--- src/hw/cpu_pkg.sv ---
`default_nettype none

package cpu_pkg;

    // datapath widths
    localparam int WORD_W     = 32;
    localparam int REG_AW     = 5;
    localparam int PC_W       = 6;
    localparam int CNT_W      = 16;
    localparam int OP_W       = 6;
    localparam int IMM_W      = 16;
    localparam int NUM_REGS   = 2**REG_AW;   // 32 architectural regs
    localparam int IMEM_DEPTH = 2**PC_W;     // 64 instruction words

    // instruction fields, low to high: imm/rs2, rs1, rd, opcode
    localparam int OP_LSB  = 26;
    localparam int RD_LSB  = 21;
    localparam int RS1_LSB = 16;
    localparam int RS2_LSB = 11;  // sits inside the imm field
    localparam int IMM_LSB = 0;

    typedef logic [WORD_W-1:0] word_t;
    typedef logic [REG_AW-1:0] reg_addr_t;
    typedef logic [PC_W-1:0]   pc_t;
    typedef logic [CNT_W-1:0]  count_t;

    typedef enum logic [OP_W-1:0] {
        OP_NOP  = 6'h00,
        OP_ADD  = 6'h01,
        OP_SUB  = 6'h02,
        OP_AND  = 6'h03,
        OP_OR   = 6'h04,
        OP_ADDI = 6'h05,
        OP_HALT = 6'h3f
    } opcode_t;

    typedef enum logic [2:0] {
        ALU_ADD,
        ALU_SUB,
        ALU_AND,
        ALU_OR,
        ALU_PASS_B  // result = operand b
    } alu_op_t;

    typedef enum logic [1:0] {
        ST_IDLE,
        ST_RUN,
        ST_DONE
    } run_state_t;

    // fetch -> decode
    typedef struct packed {
        logic  valid;
        pc_t   pc;
        word_t instr;
    } if_id_t;

    // decode -> execute, operands already read from the regfile
    typedef struct packed {
        logic      valid;
        alu_op_t   alu_op;
        word_t     op_a;
        word_t     op_b;    // rs2 value or sign-extended imm
        reg_addr_t rd;
        logic      we;
        logic      halt;
    } id_ex_t;

    // execute -> writeback
    typedef struct packed {
        logic      valid;
        word_t     result;
        reg_addr_t rd;
        logic      we;
        logic      halt;
    } ex_wb_t;

    typedef struct packed {
        logic stall_if;   // hold pc
        logic stall_id;   // hold if/id register
        logic bubble_ex;  // invalid entry into id/ex
    } hazard_t;

endpackage

`default_nettype wire

--- src/hw/perf_counter.sv ---
`timescale 1ns/100ps
`default_nettype none

module perf_counter (
    input  wire             clk,
    input  wire             reset,
    input  wire             clear,   // start of a new run
    input  wire             run,
    input  wire             retire,  // valid ex/wb entry
    input  wire             stall,   // stall_if from hazard unit
    output cpu_pkg::count_t retired_count,
    output cpu_pkg::count_t stall_count
);

    import cpu_pkg::*;

    // both counts freeze outside run, so they still show the last run after done
    always_ff @(posedge clk) begin
        if (reset || clear) begin
            retired_count <= '0;
            stall_count   <= '0;
        end else if (run) begin
            if (retire)
                retired_count <= retired_count + count_t'(1);  // halt counts too
            if (stall)
                stall_count <= stall_count + count_t'(1);
        end
    end

endmodule

`default_nettype wire

--- config.mk ---
export PLATFORM = sky130hd
export DESIGN_NAME = perf_counter
export DESIGN_NICKNAME = d
export VERILOG_FILES = /design/src/hw/cpu_pkg.sv /design/src/hw/perf_counter.sv
export SDC_FILE = /design/constraint.sdc
export NUM_CORES = 1
export LEC_CHECK = 0
export BUFFER_PORTS_ARGS = -buffer_cell sky130_fd_sc_hd__buf_2
export CAP_MARGIN = 20
export CORE_MARGIN = 2
export CORE_UTILIZATION = 55
export DETAILED_ROUTE_END_ITERATION = 10
export HOLD_SLACK_MARGIN = 0.15
export PLACE_DENSITY_LB_ADDON = 0.3
export SLEW_MARGIN = 20
export SYNTH_ARGS = -nofsm -noshare
export SYNTH_HDL_FRONTEND = slang
export SYNTH_SLANG_ARGS = --single-unit
--- constraint.sdc ---
create_clock -name clk -period 3.1 [get_ports clk]
set_input_delay 0.62 -clock clk [delete_from_list [all_inputs] [get_ports clk]]
set_output_delay 0.62 -clock clk [all_outputs]
set_load 0.05 [all_outputs]
# Word-level counts from Yosys, hierarchy flattened
# Cells that the tools add are included.
# totals
reg_bits,32
latchBits,0
mem_bits_rw,0
rom_bits,0
input_bits,6
output_inout_bits,32
elab_cells,7
n_memories,0
# classes
n_addsub,2
multipliers,0
div,0
order_cmp,0
n_eq_ne,0
n_shift,0
muxes,0
bitwise_logic,0
reduce_logical,3
# op_table
cell,count
16-bit by 1-bit adder with 16-bit output (second input constant),2
2-bit AND reduction,2
1-bit logical OR,1

# Depth between registers and ports, before layout
# logic_depth
ltp_word,1
mapped_depth,5
depth_no_buf,5

# Worst setup path after synthesis
# No wires, ideal clock.
# synth_path
kind,reg2reg
startpoint,register stall_count[0]
endpoint,register stall_count[14]
setup_ns,0.070
arrival_time_ns,2.084
required_time_ns,3.030
setup_slack_ns,0.945
stages_incl_launch_ff,6
n_path_buf,0
period_less_slack_ns,2.155
cell_sequence,dfxtp_1 > ha_1 > nand4_1 > or4_4 > or3_1 > a21oi_1
# synth_between
elab_chain_len,1
# synth_rtl
item,line,rtl
from (decl),perf_counter.sv:12,output cpu_pkg::count_t stall_count
from (signal assigned),perf_counter.sv:26,stall_count <= stall_count + count_t'(1);
16-bit by 1-bit adder with 16-bit output,perf_counter.sv:26,
# No other way between the ends.
# A chain may end at the register's enable or synchronous reset.

# Worst setup path after layout
# Ends and elaborated chain as after synthesis.

==> flow_summary.json <==
{
  "worst_skew_pair.late_latency_ns": 0.34,
  "dpl.hpwl_um": 2170,
  "path_cells": "ha_1 -> nand4_1 -> or4_4 -> or3_1 -> a21oi_1",
  "h-tree-depth": 2,
  "setup.worst_path.class": "register to register",
  "wl_per_cell_um": 13.1,
  "path_max_fanout": 4,
  "crit_start": "stall_count[0]$_SDFFE_PP0P_",
  "syn-num-nets": 171,
  "fp.dieH_um": 54.7,
  "diodes": 0,
  "synth_adder_area_share_pct": 1.77,
  "ant_nets": 0,
  "portBuffers": 37,
  "synth_xor_area_share_pct": 14.9,
  "finalCritPeriodShare_pct": 61.8,
  "setup_tns_ns": 0,
  "cts_buffer_depth": 2,
  "outcome": "finished, final reports clean",
  "leakage_nw": 0.688,
  "yosysWarnings": 0,
  "ctsHoldBuffers": 0,
  "grt_max_degree": 32,
  "fmax_ghz": 0.522,
  "critPathRequiredTime_ns": 3.37,
  "cpMaxStageDelayCell": "or4_4",
  "cts_tree": "yes",
  "synth_edf_count": 0,
  "via_per_inst": 5.67,
  "layout_commonest_cell": "buf_2",
  "syn_inst": 163,
  "rsz0062_at_grt": "no",
  "synth_compound_area_share_pct": 5.13,
  "grt_pass1_wl_um": 4870,
  "async_reset_ff_share_pct": 0,
  "critical_path.top_delay_family": "simple AND/OR/NAND/NOR gates",
  "drt-pass1-iter-count": 4,
  "num_vias": 1333,
  "hold_class": "register to register",
  "cts_setup_buffers": 0,
  "hold_start": "retired_count[13]$_SDFFE_PP0P_",
  "final_cell_mix": "buf_2 (37), dfxtp_1 (32), nor2_1 (28)",
  "period_minus_slack_ns": 1.92,
  "grt_pass1_vias": 1216,
  "clock_skew_ns": 0.0103,
  "placed_area_sq_um": 1630,
  "relSlewSlack_pct": 57.3,
  "ys_seq_area_share_pct": 45.3,
  "timing.final.max_slew_violations": 0,
  "hold_viol": 0,
  "area.growth.synth_to_final_pct": 19.5,
  "synth_area_sq_um": 1420,
  "gp_congestion": 0.760,
  "cts_resized": 0,
  "cts_sinks": 32,
  "yosys.area.top_type": "dfxtp_1",
  "synth_top_family_by_area": "simple AND/OR/NAND/NOR gates",
  "cts_buffers": 5,
  "overflow": 0,
  "clk_pin_slew_ns": 0.11,
  "critPathBufInv": 0,
  "syn_area_per_cell_sq_um": 8.68,
  "fin_area_sq_um": 1690,
  "synth_flop_cell": "dfxtp_1",
  "cts_root_buf": "clkbuf_4",
  "synth_top_area_share_pct": 45.3,
  "cp.arrival_ns": 2.19,
  "cpPeakStageDelay_ns": 0.56,
  "rows": 18,
  "drc": 0,
  "critPathLaunchType": "register",
  "cp-end-kind": "register",
  "ys_ff_latch": 32,
  "vdd_drop_max_mv": 0.355,
  "ios": 38,
  "drt_iter0_drc": 34,
  "synthSimpleGateAreaFrac_pct": 30.6,
  "die_area_sq_um": 2990,
  "gr-usage-all-layers_pct": 23.0,
  "drive_above_1_share_pct": 23.4,
  "fin_nets": 212,
  "start_util_pct": 57.6,
  "r2r_start": "stall_count[0]$_SDFFE_PP0P_",
  "setup_violations": 0,
  "pwr_density_cell_nw_per_um2": 412,
  "yosys-top-cells-area": "dfxtp_1 (45%), xnor2_1 (8.0%), nor2_1 (7.4%), xor2_1 (6.8%), nand4_1 (4.4%)",
  "ys_types": 23,
  "core-area_sq_um": 2450,
  "drt-total-wl_um": 3080,
  "synthMuxAreaShare_pct": 0.707,
  "max_cap_violations": 0,
  "antenna_found_initial": 0,
  "fp.dieW_um": 54.7,
  "tightest_slew_ns": 0.634
}
metal layers:
metal	up-vias	global-route usage (%)	routed length, um
met5	-	0	0
met4	0	12.9	83
met3	11	9.02	174
met2	46	38.7	1490
met1	622	24.2	1330
li1	654	-	-
through the flow:
step           setup slack (ns)  cells  total power [mW]  hold WS [ns]  util [%]
6_report                   1.18    235             0.697         0.501      68.9
4_1_cts                    1.19    235             0.701         0.511      68.9
3_5_place_dp               1.01    227             0.450         0.493      66.4
3_3_place_gp               1.05    227             0.449         0.474      66.4
5_1_grt                    1.06    235             0.719         0.528      68.9
2_1_floorplan             0.945    163             0.440         0.689         -
final cells by class:
type,instances,area [sq um]
clock buffers,6,51.3
clock inverters,2,10.0
inverters,2,7.51
fillers,217,764
multi-input cells,125,751
flip-flops and latches,32,641
repair buffers,38,193
well taps,30,37.5
logic make-up (layout without fill, tap and decap cells):
group | Yosys count | after routing
AOI/OAI and AO/OA | 12 | 12
xor gates and xnor gates | 24 | 24
adders and majority gates | 2 | 2
buffers and inverters | 6 | 48
DFF | 32 | 32
muxes | 1 | 1
and+or+nand+nor | 86 | 86
report_power, final:
group | leakage [nW] | switching (mW) | internal, mW
Combinational | 0.393 | 0.0202 | 0.00673
Clock | 0.0380 | 0.149 | 0.108
Sequential | 0.258 | 0.00136 | 0.412
Total | 0.688 | 0.170 | 0.527
registers in the layout (all words and copies together), names as in the netlist:
| register | cells |
|---|---|
| retired_count | 16 |
| stall_count | 16 |
cells in the mapped netlist (3+ instances only):
cell type and n:
and4_1 4, nand4_1 10, nor3_1 7, dfxtp_1 32, nand3_1 10, or3_1 4
a21oi_1 5, clkbuf_1 3, o21ai_0 3, nor2_1 28, xor2_1 11, nand2_1 14
nor4_1 6, xnor2_1 13
path summary, 6_finish.rpt:
check / end / slack (ns) / cells past startpoint
setup reg to reg: stall_count[14]$_SDFFE_PP0P_ / 1.18 / 5
hold reg to reg: retired_count[13]$_SDFFE_PP0P_ / 0.50 / 2
setup / recovery: stall_count[14]$_SDFFE_PP0P_ / 1.18 / 5
hold / removal: retired_count[13]$_SDFFE_PP0P_ / 0.50 / 2
worst register-to-register path: cells and delay by family, from the launching register on:
family / cells / cell delay (ns)
AO/OA/AOI/OAI: 1 / 0.13
adder cells (fa/ha/maj): 1 / 0.22
flip-flops: 1 / 0.41
AND/OR/NAND/NOR: 3 / 1.07
Power figures use the tool's default switching activity.
