--- config.mk ---
export PLATFORM = sky130hd
export DESIGN_NAME = execute_stage
export DESIGN_NICKNAME = d
export VERILOG_FILES = /design/src/hw/cpu_pkg.sv /design/src/hw/execute_stage.sv
export SDC_FILE = /design/constraint.sdc
export NUM_CORES = 1
export LEC_CHECK = 0
export ABC_AREA = 0
export BUFFER_PORTS_ARGS = -buffer_cell sky130_fd_sc_hd__buf_2
export CAP_MARGIN = 20
export CORE_ASPECT_RATIO = 0.8
export CORE_MARGIN = 2
export CORE_UTILIZATION = 35
export DETAILED_ROUTE_END_ITERATION = 10
export GPL_ROUTABILITY_DRIVEN = 0
export PLACE_DENSITY = 0.57
export SLEW_MARGIN = 20
export SYNTH_ARGS = -nofsm -noshare
export SYNTH_HDL_FRONTEND = slang
export SYNTH_SLANG_ARGS = --single-unit
--- constraint.sdc ---
create_clock -name clk -period 4.6 [get_ports clk]
set_input_delay 0.46 -clock clk [delete_from_list [all_inputs] [get_ports clk]]
set_output_delay 0.46 -clock clk [all_outputs]
set_load 0.01 [all_outputs]
--- src/hw/cpu_pkg.sv ---
`default_nettype none

package cpu_pkg;

    // datapath widths
    localparam int WORD_W     = 32;
    localparam int REG_AW     = 5;
    localparam int PC_W       = 6;
    localparam int CNT_W      = 16;
    localparam int OP_W       = 6;
    localparam int IMM_W      = 16;
    localparam int NUM_REGS   = 2**REG_AW;   // 32 architectural regs
    localparam int IMEM_DEPTH = 2**PC_W;     // 64 instruction words

    // instruction fields, low to high: imm/rs2, rs1, rd, opcode
    localparam int OP_LSB  = 26;
    localparam int RD_LSB  = 21;
    localparam int RS1_LSB = 16;
    localparam int RS2_LSB = 11;  // sits inside the imm field
    localparam int IMM_LSB = 0;

    typedef logic [WORD_W-1:0] word_t;
    typedef logic [REG_AW-1:0] reg_addr_t;
    typedef logic [PC_W-1:0]   pc_t;
    typedef logic [CNT_W-1:0]  count_t;

    typedef enum logic [OP_W-1:0] {
        OP_NOP  = 6'h00,
        OP_ADD  = 6'h01,
        OP_SUB  = 6'h02,
        OP_AND  = 6'h03,
        OP_OR   = 6'h04,
        OP_ADDI = 6'h05,
        OP_HALT = 6'h3f
    } opcode_t;

    typedef enum logic [2:0] {
        ALU_ADD,
        ALU_SUB,
        ALU_AND,
        ALU_OR,
        ALU_PASS_B  // result = operand b
    } alu_op_t;

    typedef enum logic [1:0] {
        ST_IDLE,
        ST_RUN,
        ST_DONE
    } run_state_t;

    // fetch -> decode
    typedef struct packed {
        logic  valid;
        pc_t   pc;
        word_t instr;
    } if_id_t;

    // decode -> execute, operands already read from the regfile
    typedef struct packed {
        logic      valid;
        alu_op_t   alu_op;
        word_t     op_a;
        word_t     op_b;    // rs2 value or sign-extended imm
        reg_addr_t rd;
        logic      we;
        logic      halt;
    } id_ex_t;

    // execute -> writeback
    typedef struct packed {
        logic      valid;
        word_t     result;
        reg_addr_t rd;
        logic      we;
        logic      halt;
    } ex_wb_t;

    typedef struct packed {
        logic stall_if;   // hold pc
        logic stall_id;   // hold if/id register
        logic bubble_ex;  // invalid entry into id/ex
    } hazard_t;

endpackage

`default_nettype wire

--- src/hw/execute_stage.sv ---
`timescale 1ns/100ps
`default_nettype none

module execute_stage (
    input  wire             clk,
    input  wire             reset,
    input  wire             clear,
    input  wire cpu_pkg::id_ex_t id_ex,
    output cpu_pkg::ex_wb_t ex_wb
);

    import cpu_pkg::*;

    word_t result;

    // 32-bit wrap on add and sub
    always_comb begin
        case (id_ex.alu_op)
            ALU_ADD:    result = id_ex.op_a + id_ex.op_b;
            ALU_SUB:    result = id_ex.op_a - id_ex.op_b;
            ALU_AND:    result = id_ex.op_a & id_ex.op_b;
            ALU_OR:     result = id_ex.op_a | id_ex.op_b;
            ALU_PASS_B: result = id_ex.op_b;
            default:    result = id_ex.op_b;
        endcase
    end

    // ex/wb register, also the regfile write port
    always_ff @(posedge clk) begin
        if (reset || clear) begin
            ex_wb.valid <= 1'b0;
        end else begin
            ex_wb.valid  <= id_ex.valid;
            ex_wb.result <= result;
            ex_wb.rd     <= id_ex.rd;
            ex_wb.we     <= id_ex.we;
            ex_wb.halt   <= id_ex.halt;  // seen by run control next cycle
        end
    end

endmodule

`default_nettype wire

Word level (Yosys, flattened, before mapping)
Index checks and enable logic that the tools add are counted.

word-level totals
  bits in registers = 40
  input port bits = 78
  output and inout bits = 40
  word-level logic and storage cells = 15

cells by class
  add/subtract/negate cells = 2
  equal/unequal tests = 3
  multiplexer cells = 1
  bitwise logic cells = 2
  reduce and logical (&&, ||, !) cells = 2

operators by type and width
  kind                  number
  $pmux W32 S4          1
  $add A32 B32 Y32      1
  $and A32 B32 Y32      1
  $or A32 B32 Y32       1
  $sub A32 B32 Y32      1
  $eq A3 B2 Y1 const B  2
  $eq A3 B1 Y1 const B  1
  $logic_not A3 Y1      1
  $logic_or A1 B1 Y1    1

Depth between registers and ports, before layout
  word-level depth = 2
  gate-level depth with buffers = 17
  gate-level depth less buffers = 16

Worst setup path before layout
No wires, ideal clock.

  kind = input to register
  from = in id_ex[15] (netlist name)
  to = reg ex_wb[37] (netlist name) (data pin)
  setup time = 261 ps
  arrival = 3514 ps
  required time = 4339 ps
  path slack = 825 ps
  cell stages on the path = 13
  buffers on the path = 1
  cells stage by stage = or4_1 nand4b_4 or3_4 o21ai_0 xor2_1 ha_1 clkbuf_1 a21o_1 a21o_1 a21oi_1 o21ai_0 a221o_1 a311o_1

between the ends
  word-level cells in the longest chain between the ends = 2

ends and longest elaborated chain
  item                                                         line                                      source
  start: declaration                                           execute_stage.sv:8                        input wire cpu_pkg::id_ex_t id_ex,
  $sub A32 B32 Y32 / $add A32 B32 Y32 (equally long branches)  execute_stage.sv:20, execute_stage.sv:19
  $pmux W32 S4 *                                               execute_stage.sv:18                       case (id_ex.alu_op)
  net result[30]                                               execute_stage.sv:14                       word_t result;
  end: declaration                                             execute_stage.sv:9                        output cpu_pkg::ex_wb_t ex_wb

The timed path passes the listed nets; every way through them passes the cells marked *.
A chain may end at the register's enable or synchronous reset.

Worst setup path in the final report
  from = in id_ex[71] (netlist name)
  to = reg ex_wb[27] (netlist name) (data pin)

between the ends
  word-level cells in the longest chain between the ends = 2

ends and longest elaborated chain
  item                                        line
  $eq A3 B2 Y1, or another cell as far along  execute_stage.sv:18
  $pmux W32 S4 *                              execute_stage.sv:18
  net result[20]                              execute_stage.sv:14

Marked as above.

==> qor.yml <==
avgSynthCellArea_sq_um: 7.92
power.total_mw: 1.54
worst_slack_ps: 418
drc: 0
cp_max_fo: 25
dieArea_sq_mm: 0.0142
relSlewSlack: 0.562
largest_register_ff_count: 40
nets: 800
cp_top_family: "compound AO/OA/AOI/OAI gates"
drt_wl_total_microns: 16400
synth.yosys.seq_area_share: 0.257
regMostFlops: "ex_wb"
power.density_mw_per_mm2: 275
synth_area_leaders: "edfxtp_1 25%, ha_1 9.2%, o21ai_0 8.3%, a21oi_1 6.5%, nand2_1 6.4%"
postLayoutCoreUtil: 0.433
synthArstFlopShare: 0
hp-class: "primary input to flop"
reg.largest.list: "ex_wb x40"
drive_above_1_share: 0.221
initial_utilization: 0.359
vias: 5062
drv_cap: 0
cts_hold_buf: 0
gr-usage-all-layers: 0.227
grt_pass1_wl_microns: 25500
postSynthNetCount: 699
wl_per_cell_microns: 19.0
dr.first_iter.drc_count: 578
syn_inst: 586
crit_slowest_cell: "nand2_1"
clkSinkCount: 40
path_common_cell: "o21ai_0"
synth-edff-count: 39
grt_overflow: 0
synth_cell_types: 64
ys.warnings.count: 0
place_area_sq_mm: 0.00542
ant_nets: 0
p_leak_nw: 2.40
rsz0062_at_grt: "false"
grt_pass1_vias: 4571
crit_chain: "buf_2 -> nand2_1 -> nand2_1 -> o21ai_0 -> fa_1 -> nor2b_1 -> o21ai_0 -> a211oi_1 -> o2111ai_1 -> o21ai_0 -> xnor2_1 -> o21ai_0"
setup_viol: 0
synth_common_cells: "79 x nand2_1, 77 x o21ai_0, 60 x a21oi_1"
required_ps: 4620
peakVddDrop_mv: 0.162
fin_crit_sh: 0.909
cts_buffers: 5
tritoncts: "done"
tns_ps: 0
ios: 118
crit_arrival_ps: 4210
layout.cell_area.non_filler_sq_mm: 0.00559
cts.clk_slew.worst_paths_ps: 60
critPathBufInv: 1
synth-seq-cells: 40
critPathCaptureType: "flop"
synth.top_cell.area_share: 0.252
slew_viol_final: 0
slowest_delay_ps: 460
status: "complete, no violations"
tightestPinTransition_ps: 657
antenna_found_initial: 0
port_buffers: 117
crit_path_start_kind: "primary input"
syn_area_sq_mm: 0.00464
ys.flop_type: "edfxtp_1"
core_sq_mm: 0.0129
yosysMostFrequentCell: "nand2_1"
layout_min_cycle_time_ps: 4180
via_per_inst: 5.86
syn_to_final_growth_pct: 20.4
die_w_microns: 133
ctsResizeCount: 0
die_h_microns: 107
grt_start_max_net_pins: 31
ctsRootBufferMaster: "clkbuf_16"
dp_slack_ps: 243
postCtsSetupBuffers: 0
dp_hpwl_microns: 12700
std_cell_rows: 37
critPathKind: "primary input to flop"
h-tree-depth: 2
synth_largest_area_cell: "edfxtp_1"
hold_viol_final: 0
cts_buffer_depth: 2
drt-pass1-iter-count: 5
clock.fmax_mhz: 239
logic make-up after synthesis:
family / count (synthesis) / synth area share
compound gates: 230 / 0.311
xor+xnor: 56 / 0.106
mux: 1 / 0.00216
buf+inv: 47 / 0.0399
simple gates: 177 / 0.189
flops: 40 / 0.257
fa+ha+maj: 35 / 0.0960
layer usage:
layer | vias to the layer above | GRT usage | share of wire | wire length (microns)
met5 | - | 0 | 0 | 0
met4 | 0 | 0.0591 | 0.023 | 372
met3 | 37 | 0.0336 | 0.099 | 1630
met2 | 285 | 0.341 | 0.42 | 6920
met1 | 2357 | 0.338 | 0.46 | 7510
li1 | 2383 | - | - | -
stage by stage:
stage	hold slack (ps)	std cells
3_3_place_gp	637	854
6_report	351	864
4_1_cts	348	863
5_1_grt	347	863
3_5_place_dp	639	855
2_1_floorplan	559	586
report_power, final:
part           leakage, nW  switching, mW  total [mW]  internal, mW
registers            0.374        0.00674       0.447         0.440
clock network       0.0808          0.157       0.413         0.256
logic                 1.95          0.414       0.678         0.264
worst paths after layout:
check / from / end / cells after the start
worst max-delay path: id_ex[71] / ex_wb[27] / 12
worst min-delay path: id_ex[4] / ex_wb[4] / 1
cell usage in the layout, fill, tap and decap left out, types with 4 or more instances in the layout:
| cell | netlist | routed |
|---|---|---|
| a211o_1 | 4 | 4 |
| o21a_1 | 4 | 4 |
| clkbuf_16 | 0 | 5 |
| nor2b_1 | 5 | 5 |
| nand2_1 | 79 | 79 |
| o221ai_1 | 4 | 4 |
| nand3_1 | 6 | 6 |
| a21o_1 | 17 | 17 |
| nor2_1 | 32 | 31 |
| edfxtp_1 | 39 | 39 |
| o31ai_1 | 6 | 6 |
| buf_4 | 0 | 12 |
| and3_1 | 6 | 6 |
| nand4_1 | 7 | 7 |
| a22oi_1 | 14 | 14 |
| a31oi_1 | 6 | 6 |
| a21oi_1 | 60 | 60 |
| xnor2_1 | 26 | 26 |
| nand2b_1 | 5 | 5 |
| nor3_1 | 8 | 8 |
| o21ai_0 | 77 | 77 |
| and2_1 | 8 | 8 |
| inv_1 | 11 | 11 |
| ha_1 | 34 | 34 |
| xor2_1 | 30 | 30 |
| a221oi_1 | 4 | 4 |
| buf_2 | 1 | 117 |
final cells by class:
cell class	count	area [sq um]
sequential	40	1190
clock buffer	6	129
antenna	1	2.50
timing repair buffer	130	696
multi-input combinational	499	3270
inverter	11	41.3
tap	175	219
clock inverter	2	35.0
fill	1292	7330
No activity file was read; power rests on OpenSTA's default activity.
