File: src/hw/cpu_pkg.sv
`default_nettype none

package cpu_pkg;

    // datapath widths
    localparam int WORD_W     = 32;
    localparam int REG_AW     = 5;
    localparam int PC_W       = 6;
    localparam int CNT_W      = 16;
    localparam int OP_W       = 6;
    localparam int IMM_W      = 16;
    localparam int NUM_REGS   = 2**REG_AW;   // 32 architectural regs
    localparam int IMEM_DEPTH = 2**PC_W;     // 64 instruction words

    // instruction fields, low to high: imm/rs2, rs1, rd, opcode
    localparam int OP_LSB  = 26;
    localparam int RD_LSB  = 21;
    localparam int RS1_LSB = 16;
    localparam int RS2_LSB = 11;  // sits inside the imm field
    localparam int IMM_LSB = 0;

    typedef logic [WORD_W-1:0] word_t;
    typedef logic [REG_AW-1:0] reg_addr_t;
    typedef logic [PC_W-1:0]   pc_t;
    typedef logic [CNT_W-1:0]  count_t;

    typedef enum logic [OP_W-1:0] {
        OP_NOP  = 6'h00,
        OP_ADD  = 6'h01,
        OP_SUB  = 6'h02,
        OP_AND  = 6'h03,
        OP_OR   = 6'h04,
        OP_ADDI = 6'h05,
        OP_HALT = 6'h3f
    } opcode_t;

    typedef enum logic [2:0] {
        ALU_ADD,
        ALU_SUB,
        ALU_AND,
        ALU_OR,
        ALU_PASS_B  // result = operand b
    } alu_op_t;

    typedef enum logic [1:0] {
        ST_IDLE,
        ST_RUN,
        ST_DONE
    } run_state_t;

    // fetch -> decode
    typedef struct packed {
        logic  valid;
        pc_t   pc;
        word_t instr;
    } if_id_t;

    // decode -> execute, operands already read from the regfile
    typedef struct packed {
        logic      valid;
        alu_op_t   alu_op;
        word_t     op_a;
        word_t     op_b;    // rs2 value or sign-extended imm
        reg_addr_t rd;
        logic      we;
        logic      halt;
    } id_ex_t;

    // execute -> writeback
    typedef struct packed {
        logic      valid;
        word_t     result;
        reg_addr_t rd;
        logic      we;
        logic      halt;
    } ex_wb_t;

    typedef struct packed {
        logic stall_if;   // hold pc
        logic stall_id;   // hold if/id register
        logic bubble_ex;  // invalid entry into id/ex
    } hazard_t;

endpackage

`default_nettype wire

File: src/hw/fetch_stage.sv
`timescale 1ns/100ps
`default_nettype none

module fetch_stage (
    input  wire              clk,
    input  wire              reset,
    input  wire              clear,
    input  wire              run,
    input  wire cpu_pkg::hazard_t hz,
    input  wire              load_en,
    input  wire cpu_pkg::pc_t     load_addr,
    input  wire cpu_pkg::word_t   load_data,
    output cpu_pkg::if_id_t  if_id
);

    import cpu_pkg::*;

    word_t imem [IMEM_DEPTH];
    pc_t   pc;
    logic  halted;      // halt already issued, stop fetching
    word_t fetch_word;
    logic  issue;

    assign fetch_word = imem[pc];         // async read
    assign issue      = run && !halted;

    // program load only while the core is idle
    always_ff @(posedge clk) begin
        if (load_en && !run)
            imem[load_addr] <= load_data;
    end

    always_ff @(posedge clk) begin
        if (reset || clear) begin
            pc     <= '0;
            halted <= 1'b0;
        end else if (issue && !hz.stall_if) begin
            pc <= pc + pc_t'(1);
            // nothing behind a halt may enter the pipe
            if (opcode_t'(fetch_word[OP_LSB +: OP_W]) == OP_HALT)
                halted <= 1'b1;
        end
    end

    // if/id register
    always_ff @(posedge clk) begin
        if (reset || clear) begin
            if_id.valid <= 1'b0;
        end else if (!hz.stall_id) begin
            if_id.valid <= issue;   // empty slot when not issuing
            if_id.pc    <= pc;
            if_id.instr <= fetch_word;
        end
    end

endmodule

`default_nettype wire

File: config.mk
export PLATFORM = sky130hd
export DESIGN_NAME = fetch_stage
export DESIGN_NICKNAME = d
export VERILOG_FILES = /design/src/hw/cpu_pkg.sv /design/src/hw/fetch_stage.sv
export SDC_FILE = /design/constraint.sdc
export NUM_CORES = 2
export LEC_CHECK = 0
export BUFFER_PORTS_ARGS = -buffer_cell sky130_fd_sc_hd__buf_2
export CELL_PAD_IN_SITES_DETAIL_PLACEMENT = 1
export CELL_PAD_IN_SITES_GLOBAL_PLACEMENT = 1
export CORE_MARGIN = 3
export CORE_UTILIZATION = 57
export DETAILED_ROUTE_END_ITERATION = 12
export GPL_ROUTABILITY_DRIVEN = 0
export GPL_TIMING_DRIVEN = 0
export PLACE_DENSITY_LB_ADDON = 0.1
export SETUP_SLACK_MARGIN = 0.3
export SYNTH_ARGS = -nofsm -noshare
export SYNTH_HDL_FRONTEND = slang
export SYNTH_SLANG_ARGS = --single-unit
File: constraint.sdc
create_clock -name clk -period 6.1 [get_ports clk]
set_input_delay 0.61 -clock clk [delete_from_list [all_inputs] [get_ports clk]]
set_output_delay 0.61 -clock clk [all_outputs]
set_load 0.03 [all_outputs]
; After elaboration in Yosys (flattened, before gate mapping)
; Memory sizes are Yosys's and may differ from the RTL's. A register that Yosys moved wholly into a read port is not among the register bits.
; Index checks and enable logic that the tools add are counted.
[totals]
ff_bits = 46
out_inout_bits = 39
memories = 1
inputBits = 46
mem_bits_rw = 2048
[op_classes]
bitwise = 2
mux = 4
add_sub_neg = 1
n_reduce_logical = 9
eq_ne = 1
[mem_list]
columns = name, depth, width, read_ports, rd_clocked_by_memory_dff, wr, line
row1 = imem, 64, 32, 1, 1, 1, fetch_stage.sv:18  ; word_t imem [IMEM_DEPTH];
[ops]
columns = op, n
row1 = $mux 6, 2
row2 = $add 6x1->6 const B, 1
row3 = $eq 6x6->1 const B, 1
row4 = $reduce_and 2->1, 2
row5 = $logic_and 1x1->1, 3
row6 = $logic_not 1->1, 3
row7 = $mux 1, 2
row8 = $not 1->1, 2
row9 = $logic_or 1x1->1, 1

; Logic depth before layout (Yosys ltp)
[depth]
depth_word = 5
ltp_mapped = 13
ltp_nobuf = 7

; Least setup slack after synthesis
; Ideal clock, no wire load.
[synth_timing]
path_kind = input -> register
start = input port load_addr[3]
end = memory imem[54][0] in the netlist's numbering, enable pin
t_arrival_ns = 4.110
setup_ns = 0.502
stages = 3
t_required_ns = 5.598
path_slack_ns = 1.488
path_cell_list = clkbuf_1 nand4b_1 nor4_1
[synth_lines]
columns = item, line
row1 = start: declaration, fetch_stage.sv:11  ; input wire cpu_pkg::pc_t load_addr,
row2 = end: declaration, fetch_stage.sv:18
; No word-level cell before the write port.

==> qor.yml <==
logic_synthesis:
  ys_warn_count: 0
  muxShareOfSynthArea: 0.182
  yosysTopAreaCell: "edfxtp_1"
  yosys.area_share.simple: 0.0116
  postSynthAreaPerCell_um2: 25.0
  synth_ff_type: "edfxtp_1"
  synth_seq_cells: 2100
  synth_top_family_by_area: "multiplexers"
  synth-adder-area-share: 0.000157
  synthArstFlopShare: 0
  synth_edf_count: 2086
  yosys.area.top_type_share: 0.787
  yosys-top-cells-count: "edfxtp_1 (2086), mux4_2 (635), nor2_1 (76)"
  synth_xor_area_frac: 0.000550
  synth_nets: 3234
  syn_area_um2: 79600
  synth_compound_area_frac: 0.00516
  seq_area_frac_synth: 0.791
  synth_area_leaders: "edfxtp_1 (79%), mux4_2 (18%), buf_2 (0.46%)"
  syn_inst: 3187
  synth_cell_type_count: 44
  synth.most_common_cell: "edfxtp_1"
placed_design:
  io_buffers: 79
  dp_hpwl_um: 152000
floorplanning:
  fp.dieH_um: 380
  die_x_um: 380
  dieArea_um2: 144000
  initial_core_util: 0.577
  core_um2: 138000
  row_count: 136
  num_io_pins: 85
final_layout:
  final_nets: 3617
  drive_gt1_frac: 0.338
  area_delta_synth_final_pct: 15.0
  finalCoreUtilization: 0.663
cts:
  cts_tree: "done"
  clk_pin_slew_ns: 0.06
  cts-buffers-inserted: 202
  cts-root-buf: "clkbuf_16"
  holdBufCountCts: 0
  clock_path_buffers: 3
  insertion_delay_ns: 0.83
  cts.sinks: 2100
  htreeDepth: 4
  postCtsSetupRepairBufs: 0
  post_cts_resized: 0
timing:
  fmax_ghz: 0.223
  rsz0062_at_grt: "false"
  finalHoldViolCount: 0
  skew_ns: 0.0203
  period_share: 0.734
  tightestPinTransition_ns: 1.54
  whs_ns: 0.150
  slew_violations: 11
  final-setup-viol-count: 0
  fin_tns_setup_ns: 0
  slew_headroom: -0.0299
  fin_crit_ns: 4.47
drt:
  drt-initial-drc-count: 7166
  vias_per_cell: 7.01
  ant_nets: 0
  dr.pass1.iters: 5
  finalWirelength_um: 236000
  route.detailed.drc: 0
  vias: 39300
  drt-wirelength-per-cell_um: 42.1
power_and_ir_drop:
  vdd_drop_max_mv: 0.302
  cellPowerDensity_nw_per_um2: 322
  power_leakage_nw: 27.6
worst_hold_path:
  whs_path_depth: 3
  hold_path.class: "primary input to flip-flop"
  hp-start: "hz[1]"
  holdPathEnd: "if_id[38]$_SDFFE_PP0N_"
critical_path:
  worstPathMaxFanout: 10
  cp.arrival_ns: 5.00
  required_ns: 6.63
  setup.worst_path.end_class: "flip-flop"
  crit_path_start_kind: "flip-flop"
  ff2ff_setup_slack_ns: 1.63
  r2r_cells: 6
  critPathKind: "flip-flop to flip-flop"
  r2r-end: "if_id[25]$_DFFE_PP_"
grt:
  grt_use_total: 0.333
  grt_antenna_before_repair: 20
  grt_pass1_wl_um: 328000
  overflow: 0
  grt_pass1_vias: 39900
  grt_max_degree: 65
status:
  violations: "max-capacitance violations, max-slew violations"
  status: "complete, but fails checks"
flow_run:
  cap_violations: 1
through the flow:
step	power [mW]	setup slack [ns]	area, µm²	cells
after detailed placement	17.0	1.35	84800	5228
after global routing	30.2	1.70	91500	5601
after floorplan	16.6	1.49	79600	3187
final	29.5	1.63	91600	5608
after global placement	16.9	-3.91	82300	5129
after CTS	29.6	1.29	91500	5600
power by group:
group	internal, mW	switching [mW]
combinational	0.225	0.511
clock	7.47	5.32
sequential	15.9	0.0167
cells in the final DEF (no fill, tap or decap), drive strengths merged, types with 2 or more instances in the layout:
| cell type | synthesis | layout |
|---|---|---|
| nand3 | 17 | 17 |
| a41oi | 2 | 2 |
| a22oi | 7 | 7 |
| buf | 115 | 294 |
| clkinv | 0 | 80 |
| a21oi | 7 | 7 |
| a221o | 2 | 2 |
| mux2i | 13 | 13 |
| and2 | 3 | 3 |
| or3b | 2 | 2 |
| clkbuf | 55 | 304 |
| mux2 | 4 | 4 |
| inv | 3 | 7 |
| nor4 | 2 | 2 |
| and3b | 3 | 3 |
| o21ai | 6 | 6 |
| xor2 | 3 | 3 |
| nand2b | 7 | 7 |
| clkinvlp | 0 | 10 |
| nand2 | 43 | 43 |
| bufinv | 0 | 29 |
| a211oi | 11 | 11 |
| a2111oi | 2 | 2 |
| nand3b | 2 | 2 |
| a31oi | 6 | 6 |
| o22ai | 12 | 12 |
| nor2b | 12 | 12 |
| nor3b | 7 | 7 |
| dfxtp | 14 | 14 |
| diode | 0 | 7 |
| xnor2 | 2 | 2 |
| a311oi | 3 | 3 |
| mux4 | 635 | 635 |
| nor3 | 10 | 10 |
| nor2 | 76 | 76 |
| nand4 | 6 | 6 |
| edfxtp | 2086 | 2086 |
| or3 | 2 | 2 |
critical path: stages, from the launching register on:
cell	delay [ns]
dfxtp_1	0.31
buf_2	0.24
clkbuf_1	0.99
buf_2	0.76
mux4_2	0.60
mux4_2	0.62
mux4_2	0.64
registers in the layout, summed over array words and instances, names as in the netlist, named ones only:
register	count
imem	2048
if_id	39
pc	6
halted	1
cells by family after synthesis:
group / after synthesis
adders and majority gates: 1
muxes: 652
AOI/OAI and AO/OA: 60
xor gates and xnor gates: 5
and+or+nand+nor: 196
DFF: 2100
buffers and inverters: 173
final cells by class:
type,instances,area [µm²]
sequential,2100,62900
fill,10400,46400
multi-input combinational,914,16300
clock buffer,249,5380
timing repair buffer,179,2400
tap,1863,2330
clock inverter,123,1370
buffer,170,797
antenna,7,17.5
inverter,3,11.3
worst max path at each step:
stage,from,end,depth (start not counted)
final,flip-flop,if_id[25]$_DFFE_PP_,6
after detailed placement,flip-flop,halted$_SDFFE_PP0P_,7
after global routing,flip-flop,if_id[25]$_DFFE_PP_,6
after floorplan,load_addr[3],imem[54][0]$_DFFE_PP_,3
after global placement,load_addr[1],imem[54][6]$_DFFE_PP_,4
after CTS,flip-flop,halted$_SDFFE_PP0P_,7
layer usage:
| layer | vias up | track usage | routed length (µm) | part of all wire |
|---|---|---|---|---|
| met2 | 3047 | 0.503 | 111000 | 0.47 |
| met1 | 21100 | 0.476 | 85000 | 0.36 |
| li1 | 14700 | - | - | - |
| met3 | 512 | 0.0765 | 28500 | 0.12 |
| met5 | - | 0 | 52 | 0.00022 |
| met4 | 8 | 0.147 | 12000 | 0.051 |
No activity file was read; power rests on OpenSTA's default activity.
