`src/hw/cpu_pkg.sv`:
```
`default_nettype none

package cpu_pkg;

    // datapath widths
    localparam int WORD_W     = 32;
    localparam int REG_AW     = 5;
    localparam int PC_W       = 6;
    localparam int CNT_W      = 16;
    localparam int OP_W       = 6;
    localparam int IMM_W      = 16;
    localparam int NUM_REGS   = 2**REG_AW;   // 32 architectural regs
    localparam int IMEM_DEPTH = 2**PC_W;     // 64 instruction words

    // instruction fields, low to high: imm/rs2, rs1, rd, opcode
    localparam int OP_LSB  = 26;
    localparam int RD_LSB  = 21;
    localparam int RS1_LSB = 16;
    localparam int RS2_LSB = 11;  // sits inside the imm field
    localparam int IMM_LSB = 0;

    typedef logic [WORD_W-1:0] word_t;
    typedef logic [REG_AW-1:0] reg_addr_t;
    typedef logic [PC_W-1:0]   pc_t;
    typedef logic [CNT_W-1:0]  count_t;

    typedef enum logic [OP_W-1:0] {
        OP_NOP  = 6'h00,
        OP_ADD  = 6'h01,
        OP_SUB  = 6'h02,
        OP_AND  = 6'h03,
        OP_OR   = 6'h04,
        OP_ADDI = 6'h05,
        OP_HALT = 6'h3f
    } opcode_t;

    typedef enum logic [2:0] {
        ALU_ADD,
        ALU_SUB,
        ALU_AND,
        ALU_OR,
        ALU_PASS_B  // result = operand b
    } alu_op_t;

    typedef enum logic [1:0] {
        ST_IDLE,
        ST_RUN,
        ST_DONE
    } run_state_t;

    // fetch -> decode
    typedef struct packed {
        logic  valid;
        pc_t   pc;
        word_t instr;
    } if_id_t;

    // decode -> execute, operands already read from the regfile
    typedef struct packed {
        logic      valid;
        alu_op_t   alu_op;
        word_t     op_a;
        word_t     op_b;    // rs2 value or sign-extended imm
        reg_addr_t rd;
        logic      we;
        logic      halt;
    } id_ex_t;

    // execute -> writeback
    typedef struct packed {
        logic      valid;
        word_t     result;
        reg_addr_t rd;
        logic      we;
        logic      halt;
    } ex_wb_t;

    typedef struct packed {
        logic stall_if;   // hold pc
        logic stall_id;   // hold if/id register
        logic bubble_ex;  // invalid entry into id/ex
    } hazard_t;

endpackage

`default_nettype wire

```
`src/hw/decode_stage.sv`:
```
`timescale 1ns/100ps
`default_nettype none

module decode_stage (
    input  wire                   clk,
    input  wire                   reset,
    input  wire                   clear,
    input  wire cpu_pkg::if_id_t    if_id,
    input  wire cpu_pkg::ex_wb_t    ex_wb,    // regfile write port
    input  wire cpu_pkg::hazard_t   hz,
    input  wire cpu_pkg::reg_addr_t dbg_addr,
    output cpu_pkg::reg_addr_t    src1,     // 0 when unused
    output cpu_pkg::reg_addr_t    src2,
    output cpu_pkg::word_t        dbg_data,
    output cpu_pkg::id_ex_t       id_ex
);

    import cpu_pkg::*;

    word_t     rf [NUM_REGS];
    opcode_t   op;
    reg_addr_t rd;
    reg_addr_t rs1;
    reg_addr_t rs2;
    word_t     imm_sext;
    logic      use_rs1;
    logic      use_rs2;
    id_ex_t    id_ex_next;

    always_comb begin
        op       = opcode_t'(if_id.instr[OP_LSB +: OP_W]);
        rd       = if_id.instr[RD_LSB +: REG_AW];
        rs1      = if_id.instr[RS1_LSB +: REG_AW];
        rs2      = if_id.instr[RS2_LSB +: REG_AW];
        imm_sext = {{(WORD_W-IMM_W){if_id.instr[IMM_LSB+IMM_W-1]}},
                    if_id.instr[IMM_LSB +: IMM_W]};

        // nop, halt and unknown opcodes write nothing
        id_ex_next.alu_op = ALU_PASS_B;
        id_ex_next.we     = 1'b0;
        id_ex_next.halt   = 1'b0;
        use_rs1           = 1'b0;
        use_rs2           = 1'b0;
        case (op)
            OP_ADD,
            OP_SUB,
            OP_AND,
            OP_OR: begin
                id_ex_next.we = 1'b1;
                use_rs1       = 1'b1;
                use_rs2       = 1'b1;
                case (op)
                    OP_ADD:  id_ex_next.alu_op = ALU_ADD;
                    OP_SUB:  id_ex_next.alu_op = ALU_SUB;
                    OP_AND:  id_ex_next.alu_op = ALU_AND;
                    default: id_ex_next.alu_op = ALU_OR;
                endcase
            end
            OP_ADDI: begin
                id_ex_next.alu_op = ALU_ADD;  // rs1 + imm
                id_ex_next.we     = 1'b1;
                use_rs1           = 1'b1;
            end
            OP_HALT: id_ex_next.halt = 1'b1;
            default: ;
        endcase

        // operand read, no bypass from ex/wb
        id_ex_next.op_a  = rf[rs1];
        id_ex_next.op_b  = (op == OP_ADDI) ? imm_sext : rf[rs2];
        id_ex_next.rd    = rd;
        id_ex_next.valid = if_id.valid && !hz.bubble_ex && !hz.stall_id;
    end

    // sources for the hazard check
    assign src1 = (if_id.valid && use_rs1) ? rs1 : '0;
    assign src2 = (if_id.valid && use_rs2) ? rs2 : '0;

    // register file, r0 never written
    always_ff @(posedge clk) begin
        if (reset) begin
            for (int i = 0; i < NUM_REGS; i++)
                rf[i] <= '0;
        end else if (ex_wb.valid && ex_wb.we && (ex_wb.rd != '0)) begin
            rf[ex_wb.rd] <= ex_wb.result;
        end
    end

    assign dbg_data = rf[dbg_addr];  // debug peek, comb

    // id/ex register
    always_ff @(posedge clk) begin
        if (reset || clear) begin
            id_ex.valid <= 1'b0;
        end else begin
            id_ex <= id_ex_next;  // bubble when stalled
        end
    end

endmodule

`default_nettype wire

```
`config.mk`:
```
export PLATFORM = sky130hd
export DESIGN_NAME = decode_stage
export DESIGN_NICKNAME = d
export VERILOG_FILES = /design/src/hw/cpu_pkg.sv /design/src/hw/decode_stage.sv
export SDC_FILE = /design/constraint.sdc
export NUM_CORES = 2
export LEC_CHECK = 0
export CAP_MARGIN = 0
export CORE_ASPECT_RATIO = 2
export CORE_UTILIZATION = 55
export DETAILED_ROUTE_END_ITERATION = 8
export DONT_BUFFER_PORTS = 1
export PLACE_DENSITY = 0.7
export SLEW_MARGIN = 20
export SYNTH_ARGS = -nofsm -noshare
export SYNTH_HDL_FRONTEND = slang
export SYNTH_SLANG_ARGS = --single-unit
```
`constraint.sdc`:
```
create_clock -name clk -period 12.2 [get_ports clk]
set_input_delay 2.44 -clock clk [delete_from_list [all_inputs] [get_ports clk]]
set_output_delay 2.44 -clock clk [all_outputs]
set_load 0.005 [all_outputs]
```
# == After elaboration in Yosys (flattened, before gate mapping) ==
# Memories as Yosys holds them, arrays and structs flattened. A register that Yosys moved wholly into a read port is not among the register bits.
# Index checks and enable logic that the tools add are counted.
# word_totals
ff_bits,43
ram_bits,1024
inputBits,90
out_inout_bits,117
wordCells,43
n_memories,1
# mem_list
name,depth,width,rd,rd_clocked_by_memory_dff,write_ports,line_no,text
rf,32,32,3,1,32,decode_stage.sv:20,word_t rf [NUM_REGS];
# op_classes
n_eq_ne,6
n_mux,16
reduce_logical,14
# op_table
op,n
$mux W32,2
$reduce_or A32 Y1,1
$mux W5,3
$eq A6 B2 Y1 const B,2
$eq A6 B3 Y1 const B,2
$mux W1,9
$eq A6 B1 Y1 const B,1
$eq A6 B6 Y1 const B,1
$logic_and A1 B1 Y1,6
$pmux W2 S3,1
$pmux W3 S2,1
$reduce_bool A5 Y1,1
$reduce_or A5 Y1,1
$reduce_or A4 Y1,1
$logic_not A1 Y1,3
$logic_or A1 B1 Y1,1

# == Longest topological paths before layout ==
# logic_depth
depth_word,7
ltp_mapped,10
depth_no_buf,5

# == Worst setup path before layout ==
# Ideal clock, no wire load.
# synth_path
path_kind,in2out
startpoint,input port dbg_addr[0]
endpoint,output port dbg_data[10]
arrival_time_ns,4.366
t_required_ns,9.760
slack_ns,5.394
path_stages,5
n_path_buf,2
path_cell_list,buf_2 clkbuf_1 mux4_2 mux4_2 mux2_2
# synth_via
elab_chain_len,1
# synth_rtl
item,line_no,text
"start, declared",decode_stage.sv:11,"input wire cpu_pkg::reg_addr_t dbg_addr,"
$mem_v2 Z32 W32,--,
"end, declared",decode_stage.sv:14,"output cpu_pkg::word_t dbg_data,"
# No other way between the ends.

# == Worst setup path after layout ==
# layout_path
startpoint,input port dbg_addr[0]
endpoint,output port dbg_data[2]
# The elaborated chain is that of the path after synthesis.

==> impl_metrics.tcl <==
set metrics [dict create \
    outcome "finished, final reports clean" \
    start_util_pct 55.56 \
    dr.pass1.iters 6 \
    crit_top_cell "mux4_2" \
    final_cells 5348 \
    post_cts_buffers 0 \
    clk_pin_slew_ns 0.06 \
    cp.required_ns 9.76 \
    fin_nets 3822 \
    crit_buf_inv 0 \
    wl_met2_um 115800 \
    slowest_stage "mux4_2" \
    post-route-period-util_pct 56.32 \
    hold_viol_final 0 \
    worst_setup_path_end_kind "primary output" \
    fin_skew_ns 0.04106 \
    cpPeakStageDelay_ns 0.72 \
    root_buffer "clkbuf_16" \
    fmax_mhz 145.5 \
    grt.total_usage_pct 40.97 \
    first_iter_violations 5973 \
    numCtsBuffers 99 \
    fin_setup_tns_ns 0 \
    yosysUniqueCellTypes 41 \
    io_pins 207 \
    area_growth_pct 6.377 \
    drv_cap 0 \
    hold_depth 3 \
    synth_area_per_cell_sq_um 16.31 \
    synth_area_leaders "edfxtp_1 (51%), mux4_2 (29%), and2_1 (9.7%)" \
    vias_per_cell 7.699 \
    placedCellCount 5152 \
    clock_latency_ns 0.78 \
    numPortBuffers 0 \
    synth_area_sq_um 64720 \
    holdWs_ns 0.9784 \
    die_h_um 487.1 \
    cp_max_fo 256 \
    cp_top_family "multiplexers" \
    syn_inst 3968 \
    power_leakage_nw 22.81 \
    r2r_slack_ns 9.15 \
    yosys.area.top_type "edfxtp_1" \
    startpoint "dbg_addr[0]" \
    gp_congestion 0.8525 \
    path_class "input port to primary output" \
    worstReg2RegEnd "id_ex[23]$_DFFE_PN_" \
    period_minus_slack_ns 6.871 \
    wirelength_met1_um 68670 \
    placed_cell_area_sq_um 65600 \
    timing.rr.start "rf[12][16]$_SDFFCE_PN0P_" \
    dp_hpwl_um 130200 \
    rows 177 \
    pwr_density_cell_nw_per_um2 128.5 \
    ff2ff_path_depth 4 \
    ys_seq_elements 1099 \
    cp.arrival_ns 4.43 \
    die_x_um 244.6 \
    wl_um 239300 \
    ant_nets 0 \
    ctsHoldBuffers 0 \
    crit_chain "mux4_2 > mux4_2 > mux2_2" \
    htreeDepth 3 \
    yosys_warnings 0 \
    slew_violations 0 \
    die-area_sq_um 119100 \
    post-route-cell-area_sq_um 68850 \
    start_kind "input port" \
    min_from "rf[10][15]$_SDFFCE_PN0P_" \
    drive_above_1_share_pct 31.66 \
    fin_ws_ns 5.329 \
    top_layer_used "met5" \
    clk_path_buf_depth 3 \
    cts_tree "built" \
    ir_worst_vdd_mv 0.1399 \
    coreArea_sq_um 116500 \
    gr-total-overflow 0 \
    drc 0 \
    hold_class "flop to flop" \
    grt_setup_unrepaired "false" \
    grt_max_degree 348 \
    grt_pass1_wl_um 327700 \
    grt_pass1_vias 41880 \
    vias 41170 \
    wl_per_cell_um 44.74 \
    antenna_found_initial 25 \
    cts_resized 0 \
    clock_sinks 1099 \
    pre_cts_slack_ns 5.671 \
    wl_met3_um 29470 \
    relSlewSlack_pct 18.97 \
    hold_path_end "id_ex[22]$_DFFE_PN_" \
    setup_viol 0 \
    yosysTopAreaCellShare_pct 50.94 \
    tightest_slew_ns 1.215 \
    yosysSeqAreaShare_pct 50.97 \
]
-- flip-flops by register name, summed over array words and instances, names as in the netlist --
name and cells:
id_ex 75, rf 1024
-- cells in the final DEF (no fill, tap or decap), types with 34 or more instances in the layout --
cell type,n
and2_1,997
a221oi_1,41
mux2_2,73
mux2i_1,179
mux4_2,826
clkbuf_16,99
edfxtp_1,1098
buf_4,81
a22o_1,44
o21ai_0,34
a22oi_1,36
-- synth_stat cells --
master,number
xor2_1,1
dfxtp_1,1
a22oi_1,36
buf_6,18
buf_1,35
o41ai_1,9
o31ai_1,4
nor2_1,43
nand2b_1,4
nand4_1,1
clkbuf_1,312
a211oi_1,3
mux2_2,73
a21oi_1,20
mux2i_1,179
conb_1,1
a22o_1,44
mux4_2,826
nor2b_1,5
o22a_1,1
buf_2,42
and3_1,6
clkbuf_4,1
buf_4,41
nand3b_1,5
edfxtp_1,1098
inv_1,1
nand2_1,20
a221oi_1,41
or2_2,33
nor3_1,3
and2_1,999
a221oi_2,2
o21ai_0,34
a31oi_1,1
o211ai_1,1
nor3b_1,1
or3_1,2
or3b_2,2
nand3_1,2
o22ai_1,17
-- per-stage QoR --
step | total power, mW | util, %
2_1_floorplan | 5.435 | -
3_5_place_dp | 5.661 | 56.32
5_1_grt | 8.998 | 59.07
3_3_place_gp | 5.632 | 56.32
6_report | 8.850 | 59.11
4_1_cts | 8.804 | 59.06
-- tightest hold or removal path: stages, from the launching register on --
cell and delay [ns]:
edfxtp_1 0.36, mux4_2 0.23, a221oi_1 0.12, o21ai_0 0.16
-- worst max-delay path by stage --
stage,end,slack [ns],depth (start not counted)
2_1_floorplan,dbg_data[10],5.39,5
3_3_place_gp,dbg_data[16],5.66,3
3_5_place_dp,dbg_data[0],5.67,3
4_1_cts,dbg_data[16],5.67,3
5_1_grt,dbg_data[2],5.44,3
6_report,dbg_data[2],5.33,3
-- where the power goes --
| group | internal [mW] | total (mW) | switching [mW] |
|---|---|---|---|
| logic | 0.597 | 1.11 | 0.508 |
| clock network | 1.68 | 3.23 | 1.54 |
| registers | 4.37 | 4.52 | 0.148 |
| total | 6.65 | 8.85 | 2.20 |
-- cell families after synthesis --
family | Yosys count | share of synthesized area (%)
compound gates | 213 | 2.434
xor+xnor | 1 | 0.01353
buf+inv | 450 | 3.143
flops | 1099 | 50.97
mux | 1078 | 32.78
other cells | 1 | 0.005794
simple gates | 1126 | 10.65
-- per-layer routing --
metal | vias to the layer above | global-route usage (%)
li1 | 15410 | -
met1 | 21090 | 43.81
met2 | 3507 | 65.79
met3 | 1164 | 11.18
met4 | 10 | 37.62
met5 | - | 0
-- cell type report --
cell class	instances	area, sq um
fillers	8892	47640
inverters	1	3.754
diodes	18	45.04
flip-flops and latches	1099	32990
repair buffers	81	608.1
clock buffers	113	2530
well taps	1521	1903
multi-input cells	2450	30100
clock inverters	65	665.6
No activity file was read; power rests on OpenSTA's default activity.
